File: config.mk
export PLATFORM = sky130hd
export DESIGN_NAME = approx_mul16_top
export DESIGN_NICKNAME = d
export VERILOG_FILES = /design/src/hdl/approx_mul16_pkg.sv /design/src/hdl/approx_mul16_top.sv /design/src/hdl/array_mul8.sv /design/src/hdl/cla32.sv /design/src/hdl/operand_ingress.sv /design/src/hdl/product_pipeline.sv /design/src/hdl/result_egress.sv
export SDC_FILE = /design/constraint.sdc
export NUM_CORES = 1
export LEC_CHECK = 0
export BUFFER_PORTS_ARGS = -buffer_cell sky130_fd_sc_hd__buf_2
export CAP_MARGIN = 20
export CORE_ASPECT_RATIO = 2
export CORE_MARGIN = 4
export CORE_UTILIZATION = 35
export DETAILED_ROUTE_END_ITERATION = 12
export GPL_ROUTABILITY_DRIVEN = 0
export PLACE_DENSITY_LB_ADDON = 0.2
export SLEW_MARGIN = 20
export SYNTH_ARGS = -nofsm -noshare
export SYNTH_HDL_FRONTEND = slang
export SYNTH_SLANG_ARGS = --single-unit
export TNS_END_PERCENT = 1
File: constraint.sdc
create_clock -name clk -period 8.9 [get_ports clk]
set_input_delay 2.225 -clock clk [delete_from_list [all_inputs] [get_ports clk]]
set_output_delay 2.225 -clock clk [all_outputs]
set_load 0.02 [all_outputs]
File: src/hdl/approx_mul16_pkg.sv
// ~~~~~~~~~~~~~~~~~~~~~~~~~~~~~~~~~~~~~~~~~~~~~~~~~~~~~~~~~~~~
// Approximate 16x16 multiplier shared types
// Operand, request, partial product and result words
// ~~~~~~~~~~~~~~~~~~~~~~~~~~~~~~~~~~~~~~~~~~~~~~~~~~~~~~~~~~~~

package approx_mul16_pkg;

  localparam int half_width = 8;
  localparam int op_width = 16;
  localparam int prod_width = 32;

  typedef logic [half_width-1:0] half_t;

  // Operand seen as one word or as a byte pair
  typedef union packed {
    logic [op_width-1:0] word;
    struct packed {
      half_t hi;
      half_t lo;
    } half;
  } operand_u;

  typedef struct packed {
    operand_u a;
    operand_u b;
    logic     approx;
  } mul_req_t;

  // Quadrant products held in the stage one register
  typedef struct packed {
    logic [op_width-1:0] ll;
    logic [op_width-1:0] lh;
    logic [op_width-1:0] hl;
    logic [op_width-1:0] hh;
  } partial_t;

  typedef struct packed {
    logic [prod_width-1:0] product;
    logic                  approx;
  } mul_res_t;

endpackage

File: src/hdl/approx_mul16_top.sv
`timescale 1ns/1ps
// ~~~~~~~~~~~~~~~~~~~~~~~~~~~~~~~~~~~~~~~~~~~~~~~~~~~~~~~~~~~~
// Approximate 16x16 multiplier top level
// Credit based request ingress, two stage product pipeline
// and credit based result egress
// ~~~~~~~~~~~~~~~~~~~~~~~~~~~~~~~~~~~~~~~~~~~~~~~~~~~~~~~~~~~~

module approx_mul16_top import approx_mul16_pkg::*; #(
  parameter int INGRESS_DEPTH = 4,
  parameter int EGRESS_DEPTH = 4
) (
  input  logic     clk,
  input  logic     reset,
  input  logic     req_valid,
  input  mul_req_t req,
  output logic     req_credit,
  output logic     res_valid,
  output mul_res_t res,
  input  logic     res_credit
);

  logic     issue_valid;
  logic     issue_ready;
  mul_req_t issue_req;
  logic     done_valid;
  mul_res_t done_res;

  operand_ingress #(
    .INGRESS_DEPTH(INGRESS_DEPTH)
  ) u_ingress (
    .clk        (clk),
    .reset      (reset),
    .req_valid  (req_valid),
    .req        (req),
    .req_credit (req_credit),
    .issue_ready(issue_ready),
    .issue_valid(issue_valid),
    .issue_req  (issue_req)
  );

  product_pipeline u_pipeline (
    .clk        (clk),
    .reset      (reset),
    .issue_valid(issue_valid),
    .issue_req  (issue_req),
    .done_valid (done_valid),
    .done_res   (done_res)
  );

  result_egress #(
    .EGRESS_DEPTH(EGRESS_DEPTH)
  ) u_egress (
    .clk        (clk),
    .reset      (reset),
    .done_valid (done_valid),
    .done_res   (done_res),
    .res_credit (res_credit),
    .res_valid  (res_valid),
    .res        (res),
    .issue_ready(issue_ready)
  );

endmodule

File: src/hdl/array_mul8.sv
`timescale 1ns/1ps
// ~~~~~~~~~~~~~~~~~~~~~~~~~~~~~~~~~~~~~~~~~~~~~~~~~~~~~~~~~~~~
// 8x8 unsigned array multiplier
// AND matrix reduced by rows of half and full adders,
// then a ripple row for the upper product bits
// ~~~~~~~~~~~~~~~~~~~~~~~~~~~~~~~~~~~~~~~~~~~~~~~~~~~~~~~~~~~~

module array_mul8 import approx_mul16_pkg::*; (
  input  half_t               a,
  input  half_t               b,
  output logic [op_width-1:0] p
);

  // Row sums s and row carries c
  wire [half_width-1:0] s [half_width];
  wire [half_width-2:0] c [1:half_width-1];
  wire [half_width-2:0] r_s;
  wire [half_width-2:0] r_c;

  for (genvar j = 0; j < half_width; j++) begin : g_row0
    assign s[0][j] = a[0] & b[j];
  end

  for (genvar i = 1; i < half_width; i++) begin : g_row
    for (genvar j = 0; j < half_width - 1; j++) begin : g_cell
      if (i == 1) begin : g_ha
        assign s[i][j] = s[i-1][j+1] ^ (a[i] & b[j]);
        assign c[i][j] = s[i-1][j+1] & (a[i] & b[j]);
      end else begin : g_fa
        assign s[i][j] = s[i-1][j+1] ^ (a[i] & b[j]) ^ c[i-1][j];
        assign c[i][j] = (s[i-1][j+1] & (a[i] & b[j])) |
                         (c[i-1][j] & (s[i-1][j+1] ^ (a[i] & b[j])));
      end
    end
    assign s[i][half_width-1] = a[i] & b[half_width-1];
  end

  // Final ripple row
  assign r_s[0] = s[half_width-1][1] ^ c[half_width-1][0];
  assign r_c[0] = s[half_width-1][1] & c[half_width-1][0];
  for (genvar j = 1; j < half_width - 1; j++) begin : g_ripple
    assign r_s[j] = s[half_width-1][j+1] ^ c[half_width-1][j] ^ r_c[j-1];
    assign r_c[j] = (s[half_width-1][j+1] & c[half_width-1][j]) |
                    (r_c[j-1] & (s[half_width-1][j+1] ^ c[half_width-1][j]));
  end

  for (genvar i = 0; i < half_width; i++) begin : g_low
    assign p[i] = s[i][0];
  end
  assign p[op_width-1:half_width] = {r_c[half_width-2], r_s};

endmodule

File: src/hdl/cla32.sv
`timescale 1ns/1ps
// ~~~~~~~~~~~~~~~~~~~~~~~~~~~~~~~~~~~~~~~~~~~~~~~~~~~~~~~~~~~~
// 32-bit carry-lookahead adder
// 4-bit groups with a second lookahead level for group carries
// ~~~~~~~~~~~~~~~~~~~~~~~~~~~~~~~~~~~~~~~~~~~~~~~~~~~~~~~~~~~~

module cla32 import approx_mul16_pkg::*; (
  input  logic [prod_width-1:0] a,
  input  logic [prod_width-1:0] b,
  output logic [prod_width-1:0] sum
);

  localparam int groups = prod_width / 4;

  logic [prod_width-1:0] p;
  logic [prod_width-1:0] g;
  logic [groups-1:0]     gp;
  logic [groups-1:0]     gg;
  logic [groups-1:0]     gc;

  assign p = a ^ b;
  assign g = a & b;

  // Group carries with the carry-in tied low
  always_comb begin
    logic term;
    gc[0] = 1'b0;
    for (int k = 1; k < groups; k++) begin
      gc[k] = 1'b0;
      for (int j = 0; j < k; j++) begin
        term = gg[j];
        for (int m = j + 1; m < k; m++) begin
          term = term & gp[m];
        end
        gc[k] = gc[k] | term;
      end
    end
  end

  for (genvar k = 0; k < groups; k++) begin : g_grp
    logic [3:0] p4;
    logic [3:0] g4;
    logic [3:0] c4;

    assign p4 = p[4*k +: 4];
    assign g4 = g[4*k +: 4];

    assign gp[k] = &p4;
    assign gg[k] = g4[3] | (p4[3] & g4[2]) | (p4[3] & p4[2] & g4[1]) |
                   (p4[3] & p4[2] & p4[1] & g4[0]);

    assign c4[0] = gc[k];
    assign c4[1] = g4[0] | (p4[0] & c4[0]);
    assign c4[2] = g4[1] | (p4[1] & g4[0]) | (p4[1] & p4[0] & c4[0]);
    assign c4[3] = g4[2] | (p4[2] & g4[1]) | (p4[2] & p4[1] & g4[0]) |
                   (p4[2] & p4[1] & p4[0] & c4[0]);

    assign sum[4*k +: 4] = p4 ^ c4;
  end

endmodule

File: src/hdl/operand_ingress.sv
`timescale 1ns/1ps
// ~~~~~~~~~~~~~~~~~~~~~~~~~~~~~~~~~~~~~~~~~~~~~~~~~~~~~~~~~~~~
// Request ingress FIFO
// Accepts credit limited requests and issues them to the
// pipeline, returning one credit per pop
// ~~~~~~~~~~~~~~~~~~~~~~~~~~~~~~~~~~~~~~~~~~~~~~~~~~~~~~~~~~~~

module operand_ingress import approx_mul16_pkg::*; #(
  parameter int INGRESS_DEPTH = 4
) (
  input  logic     clk,
  input  logic     reset,
  input  logic     req_valid,
  input  mul_req_t req,
  output logic     req_credit,
  input  logic     issue_ready,
  output logic     issue_valid,
  output mul_req_t issue_req
);

  localparam int ptr_w = $clog2(INGRESS_DEPTH);
  localparam int cnt_w = $clog2(INGRESS_DEPTH + 1);

  mul_req_t         mem [INGRESS_DEPTH];
  logic [ptr_w-1:0] wr_ptr;
  logic [ptr_w-1:0] rd_ptr;
  logic [cnt_w-1:0] count;
  logic             pop;

  assign pop = (count != '0) && issue_ready;

  // Head entry goes out in the cycle of the pop
  assign issue_valid = pop;
  assign issue_req = mem[rd_ptr];

  always_ff @(posedge clk) begin
    if (req_valid) begin
      mem[wr_ptr] <= req;
    end
  end

  always_ff @(posedge clk) begin
    if (reset) begin
      wr_ptr <= '0;
      rd_ptr <= '0;
      count <= '0;
      req_credit <= 1'b0;
    end else begin
      if (req_valid) begin
        wr_ptr <= wr_ptr + 1'b1;
      end
      if (pop) begin
        rd_ptr <= rd_ptr + 1'b1;
      end
      count <= count + cnt_w'(req_valid) - cnt_w'(pop);
      req_credit <= pop;
    end
  end

endmodule

File: src/hdl/product_pipeline.sv
`timescale 1ns/1ps
// ~~~~~~~~~~~~~~~~~~~~~~~~~~~~~~~~~~~~~~~~~~~~~~~~~~~~~~~~~~~~
// Two stage 16x16 product pipeline
// Four quadrant products in stage one, low-by-low dropped in
// approximate mode, and two lookahead sums in stage two
// ~~~~~~~~~~~~~~~~~~~~~~~~~~~~~~~~~~~~~~~~~~~~~~~~~~~~~~~~~~~~

module product_pipeline import approx_mul16_pkg::*; (
  input  logic     clk,
  input  logic     reset,
  input  logic     issue_valid,
  input  mul_req_t issue_req,
  output logic     done_valid,
  output mul_res_t done_res
);

  partial_t              quad;
  partial_t              s1_part;
  logic                  s1_valid;
  logic                  s1_approx;
  logic [prod_width-1:0] sum_lh;
  logic [prod_width-1:0] sum_all;

  array_mul8 u_mul_ll (
    .a(issue_req.a.half.lo),
    .b(issue_req.b.half.lo),
    .p(quad.ll)
  );

  array_mul8 u_mul_lh (
    .a(issue_req.a.half.lo),
    .b(issue_req.b.half.hi),
    .p(quad.lh)
  );

  array_mul8 u_mul_hl (
    .a(issue_req.a.half.hi),
    .b(issue_req.b.half.lo),
    .p(quad.hl)
  );

  array_mul8 u_mul_hh (
    .a(issue_req.a.half.hi),
    .b(issue_req.b.half.hi),
    .p(quad.hh)
  );

  always_ff @(posedge clk) begin
    s1_part.ll <= issue_req.approx ? '0 : quad.ll;
    s1_part.lh <= quad.lh;
    s1_part.hl <= quad.hl;
    s1_part.hh <= quad.hh;
    s1_approx <= issue_req.approx;
  end

  // {hh, ll} + (lh << 8), then + (hl << 8)
  cla32 u_sum_lh (
    .a  ({s1_part.hh, s1_part.ll}),
    .b  ({{half_width{1'b0}}, s1_part.lh, {half_width{1'b0}}}),
    .sum(sum_lh)
  );

  cla32 u_sum_all (
    .a  (sum_lh),
    .b  ({{half_width{1'b0}}, s1_part.hl, {half_width{1'b0}}}),
    .sum(sum_all)
  );

  always_ff @(posedge clk) begin
    done_res.product <= sum_all;
    done_res.approx <= s1_approx;
  end

  always_ff @(posedge clk) begin
    if (reset) begin
      s1_valid <= 1'b0;
      done_valid <= 1'b0;
    end else begin
      s1_valid <= issue_valid;
      done_valid <= s1_valid;
    end
  end

endmodule

File: src/hdl/result_egress.sv
`timescale 1ns/1ps
// ~~~~~~~~~~~~~~~~~~~~~~~~~~~~~~~~~~~~~~~~~~~~~~~~~~~~~~~~~~~~
// Result egress buffer
// Sends results against downstream credits and grants issue
// only while a buffer slot is free for every result in flight
// ~~~~~~~~~~~~~~~~~~~~~~~~~~~~~~~~~~~~~~~~~~~~~~~~~~~~~~~~~~~~

module result_egress import approx_mul16_pkg::*; #(
  parameter int EGRESS_DEPTH = 4
) (
  input  logic     clk,
  input  logic     reset,
  input  logic     done_valid,
  input  mul_res_t done_res,
  input  logic     res_credit,
  output logic     res_valid,
  output mul_res_t res,
  output logic     issue_ready
);

  localparam int ptr_w = $clog2(EGRESS_DEPTH);
  localparam int cnt_w = $clog2(EGRESS_DEPTH + 1);

  mul_res_t         mem [EGRESS_DEPTH];
  logic [ptr_w-1:0] wr_ptr;
  logic [ptr_w-1:0] rd_ptr;
  logic [cnt_w-1:0] count;
  logic [cnt_w-1:0] credits;
  logic [cnt_w-1:0] reserved;
  logic [cnt_w-1:0] reserved_next;
  logic [1:0]       grant_q;
  logic             send;
  logic             lapse;

  assign send = (count != '0) && (credits != '0);

  // A grant two cycles back with no result behind it
  assign lapse = grant_q[1] && !done_valid;

  // Stored results plus grants still in the pipeline
  assign reserved_next = reserved + cnt_w'(issue_ready) - cnt_w'(lapse) - cnt_w'(send);

  always_ff @(posedge clk) begin
    if (done_valid) begin
      mem[wr_ptr] <= done_res;
    end
    if (send) begin
      res <= mem[rd_ptr];
    end
  end

  always_ff @(posedge clk) begin
    if (reset) begin
      wr_ptr <= '0;
      rd_ptr <= '0;
      count <= '0;
      credits <= cnt_w'(EGRESS_DEPTH);
      reserved <= '0;
      grant_q <= '0;
      issue_ready <= 1'b0;
      res_valid <= 1'b0;
    end else begin
      if (done_valid) begin
        wr_ptr <= wr_ptr + 1'b1;
      end
      if (send) begin
        rd_ptr <= rd_ptr + 1'b1;
      end
      count <= count + cnt_w'(done_valid) - cnt_w'(send);
      credits <= credits + cnt_w'(res_credit) - cnt_w'(send);
      reserved <= reserved_next;
      grant_q <= {grant_q[0], issue_ready};
      issue_ready <= reserved_next < EGRESS_DEPTH;
      res_valid <= send;
    end
  end

endmodule

Word level (Yosys, flattened, before mapping)
Memories as Yosys holds them, arrays and structs flattened. A register that Yosys moved wholly into a read port is not among the register bits.
Cells that the tools add are included.
{ "word_totals": {"output_inout_bits": 35, "ramBits": 264, "reg_bits": 124, "wordCells": 1781, "input_bits": 37, "mem_count": 2} }
{ "memory_table": {"columns": ["name", "depth", "word_bits", "rd", "rd_ports_with_merged_regs", "write_ports", "line", "source"], "rows": [
  ["u_egress.mem", 4, 33, 1, 1, 1, "result_egress.sv:24", "mul_res_t mem [EGRESS_DEPTH];"],
  ["u_ingress.mem", 4, 33, 1, 1, 1, "operand_ingress.sv:24", "mul_req_t mem [INGRESS_DEPTH];"]
]} }
{ "op_classes": {"n_reduce_logical": 19, "n_mux": 6, "n_addsub": 13, "magnitude_cmp": 1, "n_bitwise": 1720} }
{ "ops": {"columns": ["operator", "n"], "rows": [
  ["1-bit AND", 918],
  ["1-bit XOR", 416],
  ["1-bit bitwise OR", 366],
  ["32-bit by 24-bit XOR with 32-bit output", 2],
  ["4-bit XOR", 16],
  ["31-bit by 24-bit AND with 31-bit output", 2],
  ["4-bit AND reduction", 12],
  ["3-bit by 1-bit subtractor with 3-bit output", 5],
  ["3-bit by 1-bit adder with 3-bit output", 4],
  ["3-bit nonzero test", 3],
  ["2-bit by 1-bit adder with 2-bit output, second input constant", 4],
  ["1-bit 2-to-1 mux", 4],
  ["2-bit 2-to-1 mux", 2],
  ["1-bit logical AND", 3],
  ["3-bit less-than comparator, second input constant", 1],
  ["1-bit zero test", 1]
]} }

Logic depth before layout (Yosys ltp)
{ "logic_depth": {"depth_word": 40, "ltp_mapped": 27, "ltp_nobuf": 23} }

Cells and area by module
From an unflattened synthesis, not the netlist that was laid out.
{ "unflattened": {"cells_unflattened": 1584, "area_unflattened_um2": 22933.2} }
{ "modules_own_cells": {"columns": ["mod", "cells_per_inst", "seq_area_each_um2", "instances", "area_each_um2"], "rows": [
  ["result_egress", 291, 5295.1, 1, 6596.3],
  ["operand_ingress", 219, 4164.0, 1, 5298.8],
  ["array_mul8 at u_pipeline.u_mul_hl ...", 166, 0.0, 2, 1577.8],
  ["product_pipeline", 120, 2001.9, 1, 2162.1],
  ["array_mul8 at u_pipeline.u_mul_hh", 166, 0.0, 1, 1576.5],
  ["array_mul8 at u_pipeline.u_mul_ll", 165, 0.0, 1, 1565.3],
  ["cla32 at u_pipeline.u_sum_all", 146, 0.0, 1, 1298.7],
  ["cla32 at u_pipeline.u_sum_lh", 145, 0.0, 1, 1280.0]
]} }

Worst setup path before layout
No wires, ideal clock.
{ "synth_path": {"kind": "register to register", "startpoint": "register (tool-made name)", "endpoint": "register u_pipeline.s1_part[62] (netlist bit)", "stages_incl_launch_ff": 23, "path_buffers": 2, "arrival_ps": 7352, "setup_time_ps": 128, "path_slack_ps": 1421, "required_time_ps": 8772, "path_cell_list": "dfxtp_1 -> buf_2 -> buf_2 -> mux2_2 -> o21ai_0 -> nor2_1 -> ha_1 -> inv_1 -> fa_1 -> fa_1 -> inv_1 -> fa_1 -> fa_1 -> fa_1 -> fa_1 -> ha_1 -> fa_1 -> fa_1 -> fa_1 -> fa_1 -> fa_1 -> fa_1 -> nor2b_1"} }
{ "synth_lines": {"columns": ["element", "line", "source"], "rows": [
  ["to (decl)", "product_pipeline.sv:18", "partial_t s1_part;"]
]} }

==> impl_metrics.json <==
{
  "place_hpwl_um": 32600,
  "cts_buffers": 40,
  "clk_pin_slew_ns": 0.07,
  "grt_usage_pct": 13.6,
  "final_cell_area_um2": 24500,
  "startpoint_type": "flop",
  "synth-seq-area-share_pct": 52.6,
  "layout-drive-gt1-share_pct": 15.3,
  "grt_max_degree": 69,
  "cpMaxStageDelayCell": "dfxtp_2",
  "ys_ff_latch": 423,
  "grt_setup_unrepaired": "false",
  "grt_pass1_wl_um": 70700,
  "post-cts-setup-buffers": 0,
  "yosys.area_share.adder_pct": 23.7,
  "outcome": "complete, no violations",
  "path_class": "reg2reg",
  "cts_hold_buf": 0,
  "cts_sinks": 423,
  "end_kind": "flop",
  "fillers": 5836,
  "die_w_um": 184,
  "num_io_pins": 72,
  "worst_pin_slew_ns": 1.14,
  "min_path_type": "reg2reg",
  "detail-route-antenna-nets": 0,
  "synth_edf_count": 297,
  "rows": 129,
  "syn_inst": 1582,
  "drc": 0,
  "first_global_vias": 12900,
  "antenna_found_initial": 0,
  "netlist_area_um2": 21700,
  "synth-xor-area-share_pct": 1.81,
  "yosysWarningCount": 0,
  "muxShareOfSynthArea_pct": 6.82,
  "crit_chain": "buf_4, mux2_2, o21ai_0, buf_4, nor2_1, ha_1, inv_1, fa_1, fa_1, inv_1, fa_1, fa_1, fa_1, fa_1, ha_1, fa_1, fa_1, fa_1, fa_1, fa_1, fa_1, nor2b_1",
  "min_period_ns": 7.88,
  "critPathRequiredTime_ns": 9.33,
  "yosysUniqueCellTypes": 53,
  "fin_nets": 2006,
  "critPathMaxStageDelay_ns": 0.58,
  "via_per_inst": 4.59,
  "vias": 11500,
  "place_area_um2": 23100,
  "async_flop_share_pct": 0,
  "synth_compound_area_share_pct": 2.91,
  "avgSynthCellArea_um2": 13.7,
  "slew_violations": 0,
  "slew_headroom_pct": 23.7,
  "first_pass_iters": 4,
  "hold_viol_final": 0,
  "io_buffers": 71,
  "clk_latency_ns": 0.56,
  "ys.flop_type": "edfxtp_1",
  "synth_top_family_by_area": "adder cells",
  "root_buffer": "clkbuf_16",
  "synth_simple_gate_area_share_pct": 7.36,
  "totalWireLength_um": 43100,
  "crit_arrival_ns": 8.31,
  "cts_resized": 0,
  "crit_fanout": 19,
  "max-clock-path-buffers": 3,
  "critPathMostFrequentCell": "fa_1",
  "initial_utilization_pct": 35.3,
  "r2r_slack_ns": 1.02,
  "post-route-period-util_pct": 88.5,
  "n_antenna_cell": 0,
  "synth_nets": 1908,
  "ff_latch_area_um2": 11400,
  "fp.dieH_um": 361,
  "die_area_um2": 66400,
  "final.setup_skew_ns": 0.0181,
  "fmax_mhz": 127,
  "max_cap_violations": 0,
  "multi_input_area_um2": 9280,
  "setup_tns_ns": 0,
  "area_delta_synth_final_pct": 12.7,
  "cts_tree": "done",
  "post_drt_wl_per_cell_um": 17.3,
  "h-tree-depth": 2,
  "finalSetupViolations": 0,
  "core_area_um2": 61700,
  "first_iter_violations": 393,
  "grt.overflow.total": 0
}
==> Yosys cell counts (28+ instances only) <==
cell / instances / area share (%)
dfxtp_1: 126 / 12
inv_1: 214 / 3.7
xnor2_1: 30 / 1.2
mux2i_1: 29 / 1.3
fa_1: 204 / 19
edfxtp_1: 297 / 41
nor2_1: 160 / 2.8
mux4_2: 40 / 4.1
buf_2: 33 / 0.76
nor2b_1: 28 / 0.81
nand2_1: 126 / 2.2
ha_1: 85 / 4.9
==> flip-flops by register name, summed over array words and instances, names as in the netlist, 2 cells and up, named ones only <==
| register | count |
|---|---|
| u_egress.mem | 132 |
| u_egress.reserved | 3 |
| u_egress.wr_ptr | 2 |
| u_ingress.wr_ptr | 2 |
| u_ingress.mem | 132 |
| u_egress.res | 33 |
| u_pipeline.done_res | 33 |
| u_pipeline.s1_part | 64 |
| u_ingress.count | 3 |
| u_egress.credits | 3 |
| u_ingress.rd_ptr | 2 |
| u_egress.count | 3 |
| u_egress.grant_q | 2 |
| u_egress.rd_ptr | 2 |
==> final timing paths <==
check | to | start | depth (start not counted)
setup / recovery | u_pipeline.s1_part[62] | flop | 22
hold reg to reg | u_pipeline.done_res[7] | u_pipeline.s1_part[54] | 0
setup reg to reg | u_pipeline.s1_part[62] | flop | 22
hold / removal | u_pipeline.done_res[7] | u_pipeline.s1_part[54] | 0
==> area by class of cell <==
type / count / area share, %
clock buffers: 50 / 4.41
clock inverters: 22 / 1.15
inverters: 214 / 3.28
multi-input cells: 895 / 37.9
flip-flops and latches: 423 / 46.7
well taps: 786 / 4.01
repair buffers: 106 / 2.57
==> logic make-up after synthesis <==
| kind of cell | count (synthesis) |
|---|---|
| adders and majority gates | 290 |
| muxes | 95 |
| AOI/OAI and AO/OA | 95 |
| xor gates and xnor gates | 45 |
| DFF | 423 |
| buffers and inverters | 264 |
| and+or+nand+nor | 370 |
==> per-stage QoR <==
stage	instances	worst slack [ns]	util (%)	hold slack, ns
global route	2496	0.729	39.7	0.334
detailed placement	2424	0.938	37.5	0.315
global placement	2424	1.05	37.5	0.316
finish	2496	1.02	39.7	0.324
floorplan	1582	1.42	-	0.310
CTS	2496	0.935	39.7	0.323
==> critical path: cells and delay by family (launching register included) <==
kind / cells / cell delay (ns)
buffers and inverters: 4 / 0.72
AO/OA/AOI/OAI: 1 / 0.15
multiplexers: 1 / 0.38
AND/OR/NAND/NOR: 2 / 0.19
flip-flops: 1 / 0.58
adder cells (fa/ha/maj): 14 / 5.72
==> layout by cell type (no fill, tap or decap), types with 13 or more instances in the layout <==
cell type	synthesis	layout
and2_1	20	17
fa_1	204	204
nand2b_1	19	19
edfxtp_1	297	297
xor2_1	15	15
nand2_1	126	126
clkbuf_16	0	41
o21a_1	18	18
inv_1	214	214
a21oi_1	19	19
xnor2_1	30	30
mux4_2	40	40
nor2_1	160	160
mux2i_1	29	29
buf_4	1	34
o21ai_1	15	13
ha_1	85	85
mux2_2	26	26
dfxtp_1	126	123
nor2b_1	28	28
buf_2	33	71
o21ai_0	16	16
==> layer usage <==
metal  track usage (%)  up-vias  wire length, um
met4              5.31        0             1710
li1                  -     5410                -
met2              27.0      152            24700
met5                 0        -                0
met3              1.98       70             1370
met1              13.9     5820            15300
Power is not shown: default switching activity piles up to over one toggle a cycle in this logic, so the estimate is an artifact.
